**src/arcade_io_pkg.sv**
```systemverilog
/*
 * Scan codes are PS/2 set 2 make codes without the E0 prefix.
 * Bit positions below are shared by the key decoder, the control mapper and the testbench.
 */
`default_nettype none

package arcade_io_pkg;

	// ------------------------------------------------------------------------
	// Keyboard scan codes
	// ------------------------------------------------------------------------
	localparam logic [7:0] sc_up      = 8'h75; // Cursor up
	localparam logic [7:0] sc_down    = 8'h72; // Cursor down
	localparam logic [7:0] sc_left    = 8'h6b;
	localparam logic [7:0] sc_right   = 8'h74;
	localparam logic [7:0] sc_coin    = 8'h76; // Escape
	localparam logic [7:0] sc_start1  = 8'h05; // F1
	localparam logic [7:0] sc_start2  = 8'h06; // F2
	localparam logic [7:0] sc_fire    = 8'h29; // Space
	localparam logic [7:0] sc_barrier = 8'h11; // Alt

	// Held keyboard buttons, one bit per key
	typedef logic [8:0] kb_buttons_t;
	localparam int kb_up      = 0;
	localparam int kb_down    = 1;
	localparam int kb_left    = 2;
	localparam int kb_right   = 3;
	localparam int kb_coin    = 4;
	localparam int kb_start1  = 5;
	localparam int kb_start2  = 6;
	localparam int kb_fire    = 7;
	localparam int kb_barrier = 8;

	// Control word as seen by the game core
	typedef logic [6:0] game_ctrl_t;
	localparam int ctl_coin    = 0;
	localparam int ctl_start1  = 1;
	localparam int ctl_start2  = 2;
	localparam int ctl_left    = 3;
	localparam int ctl_right   = 4;
	localparam int ctl_fire    = 5;
	localparam int ctl_barrier = 6;

	// Joystick port layout with the upper two bits unused here
	typedef logic [7:0] joy_t;
	localparam int joy_right   = 0;
	localparam int joy_left    = 1;
	localparam int joy_down    = 2;
	localparam int joy_up      = 3;
	localparam int joy_fire    = 4;
	localparam int joy_barrier = 5;

	// Default widths
	localparam int COLOR_BITS = 2;  // Per color channel
	localparam int AUDIO_BITS = 12; // Core audio sample

endpackage

`default_nettype wire

```
**src/key_decoder.sv**
```systemverilog
/*
 * Expects one key event per strobe cycle, with the pressed flag already resolved.
 * Codes that match none of the nine keys are ignored.
 */
`timescale 1ns/10ps
`default_nettype none

module key_decoder (
	input  logic                      clk_sys,
	input  logic                      arst_n,
	input  logic                      key_strobe,
	input  logic [7:0]                key_code,
	input  logic                      key_pressed,
	output arcade_io_pkg::kb_buttons_t kb_buttons
);

	import arcade_io_pkg::*;

	kb_buttons_t key_hit; // One-hot match of the current code
	kb_buttons_t kb_next;

	// ------------------------------------------------------------------------
	// Code match
	// ------------------------------------------------------------------------
	always_comb begin
		key_hit = '0;
		case (key_code)
			sc_up:      key_hit[kb_up]      = 1'b1;
			sc_down:    key_hit[kb_down]    = 1'b1;
			sc_left:    key_hit[kb_left]    = 1'b1;
			sc_right:   key_hit[kb_right]   = 1'b1;
			sc_coin:    key_hit[kb_coin]    = 1'b1;
			sc_start1:  key_hit[kb_start1]  = 1'b1;
			sc_start2:  key_hit[kb_start2]  = 1'b1;
			sc_fire:    key_hit[kb_fire]    = 1'b1;
			sc_barrier: key_hit[kb_barrier] = 1'b1;
			default:    key_hit = '0;       // Unknown key
		endcase
	end

	// Replace only the matching bit with the pressed flag
	always_comb begin
		kb_next = kb_buttons;
		if (key_strobe) begin
			kb_next = (kb_buttons & ~key_hit) | (key_hit & {$bits(kb_buttons_t){key_pressed}});
		end
	end

	// ------------------------------------------------------------------------
	// Held button state
	// ------------------------------------------------------------------------
	always_ff @(posedge clk_sys or negedge arst_n) begin
		if (!arst_n) begin
			kb_buttons <= '0; // All keys released
		end else begin
			kb_buttons <= kb_next;
		end
	end

endmodule

`default_nettype wire

```
**src/control_mapper.sv**
```systemverilog
/*
 * Joystick bits above joy_barrier are ignored.
 * With rotate set, up and down steer right and left for a rotated monitor.
 */
`timescale 1ns/10ps
`default_nettype none

module control_mapper (
	input  logic                       clk_sys,
	input  logic                       arst_n,
	input  arcade_io_pkg::kb_buttons_t kb_buttons,
	input  arcade_io_pkg::joy_t        joystick_0,
	input  arcade_io_pkg::joy_t        joystick_1,
	input  logic                       rotate,
	output arcade_io_pkg::game_ctrl_t  game_ctrl
);

	import arcade_io_pkg::*;

	joy_t       joy_any;   // Both ports merged
	game_ctrl_t ctrl_next;
	logic       left_raw;
	logic       right_raw;

	assign joy_any = joystick_0 | joystick_1;

	// ------------------------------------------------------------------------
	// Direction select
	// ------------------------------------------------------------------------
	always_comb begin
		if (rotate) begin
			// Screen turned, so vertical stick moves the ship sideways
			left_raw  = kb_buttons[kb_down] | joy_any[joy_down];
			right_raw = kb_buttons[kb_up]   | joy_any[joy_up];
		end else begin
			left_raw  = kb_buttons[kb_left]  | joy_any[joy_left];
			right_raw = kb_buttons[kb_right] | joy_any[joy_right];
		end
	end

	// Control word assembly
	always_comb begin
		ctrl_next              = '0;
		ctrl_next[ctl_coin]    = kb_buttons[kb_coin];    // Keyboard only
		ctrl_next[ctl_start1]  = kb_buttons[kb_start1];
		ctrl_next[ctl_start2]  = kb_buttons[kb_start2];
		ctrl_next[ctl_left]    = left_raw;
		ctrl_next[ctl_right]   = right_raw;
		ctrl_next[ctl_fire]    = kb_buttons[kb_fire]    | joy_any[joy_fire];
		ctrl_next[ctl_barrier] = kb_buttons[kb_barrier] | joy_any[joy_barrier];
	end

	// ------------------------------------------------------------------------
	// Output register
	// ------------------------------------------------------------------------
	always_ff @(posedge clk_sys or negedge arst_n) begin
		if (!arst_n) begin
			game_ctrl <= '0;
		end else begin
			game_ctrl <= ctrl_next;
		end
	end

endmodule

`default_nettype wire

```
**src/video_blanker.sv**
```systemverilog
/*
 * Core syncs are active high and come out inverted for the monitor.
 * All five outputs lag the inputs by exactly one clock.
 */
`timescale 1ns/10ps
`default_nettype none

module video_blanker #(
	parameter int COLOR_BITS = arcade_io_pkg::COLOR_BITS
) (
	input  logic                  clk_sys,
	input  logic                  arst_n,
	input  logic [COLOR_BITS-1:0] red,
	input  logic [COLOR_BITS-1:0] green,
	input  logic [COLOR_BITS-1:0] blue,
	input  logic                  hsync,
	input  logic                  vsync,
	input  logic                  hblank_bg,
	input  logic                  hblank_fg,
	input  logic                  vblank,
	output logic [COLOR_BITS-1:0] vga_r,
	output logic [COLOR_BITS-1:0] vga_g,
	output logic [COLOR_BITS-1:0] vga_b,
	output logic                  vga_hs,
	output logic                  vga_vs
);

	logic                  blank;
	logic [COLOR_BITS-1:0] r_masked;
	logic [COLOR_BITS-1:0] g_masked;
	logic [COLOR_BITS-1:0] b_masked;

	// ------------------------------------------------------------------------
	// Blank condition
	// ------------------------------------------------------------------------
	// Horizontal blank only counts when both layers agree
	assign blank = (hblank_bg & hblank_fg) | vblank;

	assign r_masked = blank ? '0 : red;
	assign g_masked = blank ? '0 : green;
	assign b_masked = blank ? '0 : blue;

	// ------------------------------------------------------------------------
	// Output register
	// ------------------------------------------------------------------------
	always_ff @(posedge clk_sys or negedge arst_n) begin
		if (!arst_n) begin
			vga_r  <= '0;
			vga_g  <= '0;
			vga_b  <= '0;
			vga_hs <= 1'b1; // Inactive level after inversion
			vga_vs <= 1'b1;
		end else begin
			vga_r  <= r_masked;
			vga_g  <= g_masked;
			vga_b  <= b_masked;
			vga_hs <= ~hsync;
			vga_vs <= ~vsync;
		end
	end

endmodule

`default_nettype wire

```
**src/sigma_delta_dac.sv**
```systemverilog
/*
 * Unsigned sample with full scale at 2**AUDIO_BITS - 1.
 * Needs an external RC low-pass on the output pin.
 */
`timescale 1ns/10ps
`default_nettype none

module sigma_delta_dac #(
	parameter int AUDIO_BITS = arcade_io_pkg::AUDIO_BITS
) (
	input  logic                  clk_sys,
	input  logic                  arst_n,
	input  logic [AUDIO_BITS-1:0] sample,
	output logic                  dac_out
);

	logic [AUDIO_BITS-1:0] accum;
	logic [AUDIO_BITS:0]   accum_sum; // Extra bit holds the carry

	// ------------------------------------------------------------------------
	// Error accumulator
	// ------------------------------------------------------------------------
	// The remainder wraps around and the carry is the output pulse
	assign accum_sum = {1'b0, accum} + {1'b0, sample};

	always_ff @(posedge clk_sys or negedge arst_n) begin
		if (!arst_n) begin
			accum   <= '0;
			dac_out <= 1'b0;
		end else begin
			accum   <= accum_sum[AUDIO_BITS-1:0];
			dac_out <= accum_sum[AUDIO_BITS]; // One pulse per overflow
		end
	end

endmodule

`default_nettype wire

```
**src/arcade_io_top.sv**
```systemverilog
/*
 * Single clock domain with all inputs synchronous to clk_sys.
 * Audio is mono, copied to both channels.
 */
`timescale 1ns/10ps
`default_nettype none

module arcade_io_top #(
	parameter int COLOR_BITS = arcade_io_pkg::COLOR_BITS,
	parameter int AUDIO_BITS = arcade_io_pkg::AUDIO_BITS
) (
	input  logic                      clk_sys,
	input  logic                      arst_n,
	// Keyboard events
	input  logic                      key_strobe,
	input  logic [7:0]                key_code,
	input  logic                      key_pressed,
	// Joysticks and monitor orientation
	input  arcade_io_pkg::joy_t       joystick_0,
	input  arcade_io_pkg::joy_t       joystick_1,
	input  logic                      rotate,
	output arcade_io_pkg::game_ctrl_t game_ctrl,
	// Core video
	input  logic [COLOR_BITS-1:0]     red,
	input  logic [COLOR_BITS-1:0]     green,
	input  logic [COLOR_BITS-1:0]     blue,
	input  logic                      hsync,
	input  logic                      vsync,
	input  logic                      hblank_bg,
	input  logic                      hblank_fg,
	input  logic                      vblank,
	output logic [COLOR_BITS-1:0]     vga_r,
	output logic [COLOR_BITS-1:0]     vga_g,
	output logic [COLOR_BITS-1:0]     vga_b,
	output logic                      vga_hs,
	output logic                      vga_vs,
	// Audio
	input  logic [AUDIO_BITS-1:0]     audio_sample,
	output logic                      audio_l,
	output logic                      audio_r
);

	import arcade_io_pkg::*;

	kb_buttons_t kb_buttons;
	logic        dac_bit;

	// ------------------------------------------------------------------------
	// Input side
	// ------------------------------------------------------------------------
	key_decoder key_decoder_i (
		.clk_sys     (clk_sys),
		.arst_n      (arst_n),
		.key_strobe  (key_strobe),
		.key_code    (key_code),
		.key_pressed (key_pressed),
		.kb_buttons  (kb_buttons)
	);

	control_mapper control_mapper_i (
		.clk_sys    (clk_sys),
		.arst_n     (arst_n),
		.kb_buttons (kb_buttons),
		.joystick_0 (joystick_0),
		.joystick_1 (joystick_1),
		.rotate     (rotate),
		.game_ctrl  (game_ctrl)
	);

	// ------------------------------------------------------------------------
	// Video and audio
	// ------------------------------------------------------------------------
	video_blanker #(
		.COLOR_BITS (COLOR_BITS)
	) video_blanker_i (
		.clk_sys   (clk_sys),
		.arst_n    (arst_n),
		.red       (red),
		.green     (green),
		.blue      (blue),
		.hsync     (hsync),
		.vsync     (vsync),
		.hblank_bg (hblank_bg),
		.hblank_fg (hblank_fg),
		.vblank    (vblank),
		.vga_r     (vga_r),
		.vga_g     (vga_g),
		.vga_b     (vga_b),
		.vga_hs    (vga_hs),
		.vga_vs    (vga_vs)
	);

	sigma_delta_dac #(
		.AUDIO_BITS (AUDIO_BITS)
	) sigma_delta_dac_i (
		.clk_sys (clk_sys),
		.arst_n  (arst_n),
		.sample  (audio_sample),
		.dac_out (dac_bit)
	);

	assign audio_l = dac_bit; // Same stream on both sides
	assign audio_r = dac_bit;

endmodule

`default_nettype wire

```
**config.mk**
```make
export PLATFORM = sky130hd
export DESIGN_NAME = arcade_io_top
export DESIGN_NICKNAME = d
export VERILOG_FILES = /design/src/arcade_io_pkg.sv /design/src/key_decoder.sv /design/src/control_mapper.sv /design/src/video_blanker.sv /design/src/sigma_delta_dac.sv /design/src/arcade_io_top.sv
export SDC_FILE = /design/constraint.sdc
export NUM_CORES = 1
export LEC_CHECK = 0
export BUFFER_PORTS_ARGS = -buffer_cell sky130_fd_sc_hd__buf_2
export CAP_MARGIN = 5
export CELL_PAD_IN_SITES_DETAIL_PLACEMENT = 1
export CELL_PAD_IN_SITES_GLOBAL_PLACEMENT = 2
export CORE_UTILIZATION = 34
export CTS_BUF_LIST = sky130_fd_sc_hd__clkbuf_4 sky130_fd_sc_hd__clkbuf_8
export DETAILED_ROUTE_END_ITERATION = 7
export GPL_TIMING_DRIVEN = 0
export HOLD_SLACK_MARGIN = 0.12
export PLACE_DENSITY_LB_ADDON = 0.2
export SLEW_MARGIN = 25
export SYNTH_ARGS = -nofsm -noshare
export SYNTH_HDL_FRONTEND = slang
export SYNTH_HIERARCHICAL = 1
export SYNTH_SLANG_ARGS = --single-unit
```
**constraint.sdc**
```tcl
create_clock -name clk_sys -period 3.8 [get_ports clk_sys]
set_clock_uncertainty 0.05 [all_clocks]
set_input_delay 0.57 -clock clk_sys [delete_from_list [all_inputs] [get_ports clk_sys]]
set_output_delay 0.57 -clock clk_sys [all_outputs]
set_load 0.01 [all_outputs]
```
== Word level (Yosys, flattened, before mapping) ==
Cells that the tools add are included.

* Logic and storage cells: 48
* Register bits: 37
* Output and inout bits: 17
* Input port bits: 52

* Bitwise logic cells: 15
* Add/sub/neg operators: 1
* Eq/ne operators: 9
* Muxes and demuxes: 14

{| class="wikitable"
|+ Operators by type and width
! cell !! number
|-
| $eq A8 B7 Y1 const B || 5
|-
| $and A9 B9 Y9 || 2
|-
| $eq A8 B3 Y1 const B || 2
|-
| $add A12 B12 Y13 || 1
|-
| $mux W1 || 11
|-
| $not A9 Y9 || 1
|-
| $or A9 B9 Y9 || 1
|-
| $eq A8 B5 Y1 const B || 1
|-
| $eq A8 B6 Y1 const B || 1
|-
| $or A1 B1 Y1 || 7
|-
| $mux W2 || 3
|-
| $or A6 B6 Y6 || 1
|-
| $not A1 Y1 || 2
|-
| $and A1 B1 Y1 || 1
|}

== Longest topological paths before layout ==
* Word-level depth: 5
* Depth in mapped cells: 6

== Modules after synthesis ==
The synthesis kept the hierarchy.

{| class="wikitable"
|+ Modules (own cells, without submodules)
! module !! area an instance (um^2) !! sequential area each (um^2) !! times used !! cells an instance
|-
| sigma_delta_dac || 953.4 || 325.3 || 1 || 95
|-
| key_decoder || 479.2 || 225.2 || 1 || 39
|-
| video_blanker || 256.5 || 202.7 || 1 || 17
|-
| control_mapper || 220.2 || 175.2 || 1 || 15
|-
| arcade_io_top || 7.5 || 0.0 || 1 || 1
|}

== Worst setup path before layout ==
No wires, ideal clock.

* Path kind: input to register
* Start: in audio_sample[0]
* End: reg sigma_delta_dac_i.dac_out
* Required time: 3630 ps
* Setup slack: 1636 ps
* Arrival time: 1995 ps
* Stages: 6
* Setup time: 120 ps
* Path buffers: 0
* Cells stage by stage: ha_1 fa_1 a211oi_1 o21ai_0 a31o_1 a31o_1

* Longest elaborated chain between the ends: 1

{| class="wikitable"
|+ Ends and longest elaborated chain
! item !! line !! source
|-
| from (decl) || arcade_io_top.sv:38 || <nowiki>input logic [AUDIO_BITS-1:0] audio_sample,</nowiki>
|-
| $add A12 B12 Y13 || sigma_delta_dac.sv:24 || <nowiki>assign accum_sum = {1'b0, accum} + {1'b0, sample};</nowiki>
|-
| named net sigma_delta_dac_i.accum_sum[12] || sigma_delta_dac.sv:18 || <nowiki>logic [AUDIO_BITS:0] accum_sum;</nowiki>
|-
| to (signal assigned) || sigma_delta_dac.sv:32 || <nowiki>dac_out <= accum_sum[AUDIO_BITS];</nowiki>
|-
| to (decl) || sigma_delta_dac.sv:14 || <nowiki>output logic dac_out</nowiki>
|}

The timed path passes the listed nets, and every way through them passes these cells.
A chain may end at the register's enable or synchronous reset.

== Worst setup path in the final report ==
Same ends and word-level chain as after synthesis.

==> results <==
- The flow ran to the end, and the final reports show no timing, DRC or antenna violations.
- Using the TritonRoute via totals, the vias-per-cell ratio works out to 5.09.
- In this run, the clock network consumes 23.2% of the power.
- Entering global routing, the biggest net connects 38 pins.
- The number of global-route vias before repair came to 1624.
- Sequential cells account for 33.3% of the total power.
- The HPWL after detailed placement is 3410 um.
- In this run, post-CTS repair resized a total of 0 instances.
- After routing the design area is 2440 um^2.
- The worst path needs 2200 ps of the cycle, external delays included.
- Setup repair after global routing left no endpoint under its margin.
- The post-route clock period utilization is 57.8%.
- The count of nets left with antenna violations once routing finished came out at 0.
- Based on the critical path, the design can be clocked at up to 455 MHz.
- The placer's final routability congestion estimate is 0.753.
- The element type at the critical path end is a flip-flop.
- In this run the horizontal extent of the chip is 77.1 um.
- The number of buffers inserted by hold repair at cts is 0.
- The remaining global-route overflow is 0.
- The synthesized design contains 37 register bits.
- After technology mapping, the gate count stands at 167.
- The final routed wire length divided by cell count is 14.1 um.
- The kind of critical path is input port to flip-flop.
- The switching share of total power is 34.6%.
- Across the run, the number of max-cap violations was 0.
- In this run the core area contains 26 standard-cell rows.
- The internal portion of the total power is 1.02 mW.
- The fraction of the yosys area taken by sequential cells is 48.4%.
- The initial antenna violation count is 0.
- In this run the power spent charging and discharging nets is 0.538 mW.
- The library cell used as clock root buffer is sky130_fd_sc_hd__clkbuf_8.
- The average instance in the mapped netlist occupies 11.5 um^2.
- The transition time at the pin with the least slew margin is 828 ps.
- The final layout net count is 303.
- The power density relative to cell area is 636 nW/um^2.
- The sum of routed wire length over all layers is 4370 um.
- Clock-pin slew was measured on the worst setup and hold paths at 70 ps.
- The leakage power of the design is 1.19 nW.
- Registers take 928 um^2.
- The number of design rule violations left after detail routing is 0.
- The number of endpoints with negative hold slack in the final report is 0.
- The worst-case headroom to the max-slew limit is 44.8%.
- IR analysis of the VDD net gives a maximum drop of 0.280 mV.
- The initial utilization of the core area, before any placement, comes to 36.4%.
- Along the worst path, the maximum fanout reaches 3.
- The number of design-rule violations left by the first detailed-router iteration is 38.
- The mapped cell area is 1920 um^2.
- The total setup buffers inserted after CTS is 0.
- The number of top-level design ports is 69.
- The die outline area is 5940 um^2.
- The core area is 5270 um^2.
- The layout overhead on the synthesized area is 27.5%.
- The net count after synthesis is 232.
- The clock tree from TritonCTS is built.
- The fraction of layout cells with a size suffix above 1 is 37.2%.
- The total count of max-transition violations in the final report is 0.
- Per report_power, the combinational group accounts for 43.5% of the total.
- The later-pin clock latency in the skew report is 280 ps.
- The placement-stage cell area is 2320 um^2.
- The first-pass iteration count of the detailed router is 4.
- Ranked by total cell area, the synthesized netlist is headed by sky130_fd_sc_hd__dfrtp_1, sky130_fd_sc_hd__ha_1, sky130_fd_sc_hd__mux2_2.
- The level count of the clock H-tree is 2.
- The number of antenna diodes in the final layout is 0.
- Of all cell types, the one taking the most synthesized area is sky130_fd_sc_hd__dfrtp_1.
- The share of synthesized area in the top cell type comes to 45.7%.
- The number of distinct library cells after synthesis is 45.
- Counting every sink on the clock net gives 37.
- By instance count, the leading cell after synthesis is sky130_fd_sc_hd__dfrtp_1.
- The number of warnings issued by yosys is 6.
- In this run the tool buffered the top-level ports with 64 buffer cells.
- The total of fill cells in the finished design is 613.
- The first global-routing pass estimated 7530 um of wire.
- The class of the tightest hold or removal check is input port to asynchronous set/reset pin.
- The endpoint arrival time on the critical path is 2320 ps.
- The global-route usage over all layers is 16.0%.
- The detailed router placed 1572 vias in this run.
- The required time at the endpoint of the critical path is 3930 ps.
- The final count of negative-setup-slack endpoints is 0.
- The launching point of the worst reg2reg path is sigma_delta_dac_i/accum[0].
- After synthesis, the share of flip-flops with an asynchronous set or reset is 100%.
- Yosys mapped a number of flops with a built-in enable equal to 0.
- The die span in y is 77.1 um.
- In the synthesized netlist the dominant register cell turns out to be sky130_fd_sc_hd__dfrtp_1.
- Ranked by instance count, the synthesized netlist is headed by sky130_fd_sc_hd__dfrtp_1, sky130_fd_sc_hd__ha_1, sky130_fd_sc_hd__a21oi_1.
- The multi-input combinational cell area is 965 um^2.
- The sum of negative setup slack is 0 ps.
- The clock passes through at most 2 buffers.
- The source of the critical timing path is audio_sample[0].
- In this run, CTS created clock tree buffers numbering 5.
- STA classifies the critical path startpoint as an input port.
[power by group through the flow]
stage                     registers, mW  clock network, mW  logic [mW]
after detailed placement          0.526                  0       0.676
after global placement            0.520                  0       0.666
after global routing              0.527              0.390       0.771
after floorplan                   0.524                  0       0.497
final                             0.517              0.361       0.677
after CTS                         0.520              0.375       0.680
[layout by cell type, fill, tap and decap left out, drive strengths merged, types with 2 or more instances in the layout]
cell | Yosys | routed
xor2 | 2 | 2
inv | 3 | 3
a31o | 2 | 2
nor2 | 4 | 4
nand4 | 3 | 3
nand2 | 5 | 5
nor4 | 8 | 8
a2111oi | 3 | 3
o211ai | 3 | 3
dfstp | 2 | 2
or3 | 2 | 2
ha | 12 | 12
or4 | 3 | 3
nand2b | 4 | 4
mux2 | 9 | 9
and2 | 7 | 7
nand3 | 6 | 6
buf | 2 | 66
xnor2 | 5 | 5
o21ai | 2 | 2
nor3b | 3 | 3
dfrtp | 35 | 35
clkbuf | 0 | 7
a21o | 6 | 6
nor2b | 5 | 5
a21oi | 11 | 11
nor3 | 4 | 4
and4 | 2 | 2
[worst paths after layout]
check,endpoint,slack (ps),cells after the start
setup / recovery,sigma_delta_dac_i/dac_out,1600,7
min in group clk_sys,control_mapper_i/game_ctrl[0],330,0
hold / removal,sigma_delta_dac_i/accum[8],330,1
hold reg to reg,control_mapper_i/game_ctrl[0],330,0
setup reg to reg,sigma_delta_dac_i/dac_out,1630,6
max in group asynchronous,video_blanker_i/vga_r[1],2850,1
[layer usage]
layer | track usage, % | routed length (um) | share of wire (%) | vias up
met4 | 5.09 | 46 | 1.1 | 0
met2 | 25.6 | 2000 | 46 | 53
met1 | 20.8 | 2030 | 46 | 749
met3 | 4.29 | 295 | 6.7 | 7
li1 | - | - | - | 763
met5 | 0 | 0 | 0 | -
[layout make-up]
cell class                 count  share of cell area, %
buffer                         2                  0.512
clock buffer                   7                   3.68
clock inverter                 1                   1.23
inverter                       3                  0.461
multi-input combinational    125                   39.5
sequential                    37                   38.0
tap                           70                   3.58
timing repair buffer          64                   13.1
[stage by stage]
stage	setup WS, ps	util [%]	power (mW)	hold slack, ps	instances
final	1600	46.4	1.56	331	309
after global routing	1550	46.4	1.69	337	309
after CTS	1620	46.4	1.57	333	309
after detailed placement	1330	44.1	1.20	315	301
after global placement	1300	44.1	1.19	305	301
after floorplan	1640	-	1.02	224	167
[worst max-delay path, cell delays in order]
cell	delay [ps]
sky130_fd_sc_hd__buf_2	100
sky130_fd_sc_hd__ha_1	220
sky130_fd_sc_hd__fa_1	430
sky130_fd_sc_hd__a211oi_1	320
sky130_fd_sc_hd__o21ai_0	210
sky130_fd_sc_hd__a31o_1	260
sky130_fd_sc_hd__a31o_1	200
[cell families after synthesis]
| family | share of synthesized area (%) |
|---|---|
| simple gates | 21.0 |
| flops | 48.4 |
| compound gates | 11.9 |
| fa+ha+maj | 8.88 |
| mux | 5.29 |
| xor+xnor | 3.20 |
| buf+inv | 1.24 |
(Power assumes the default switching activity.)
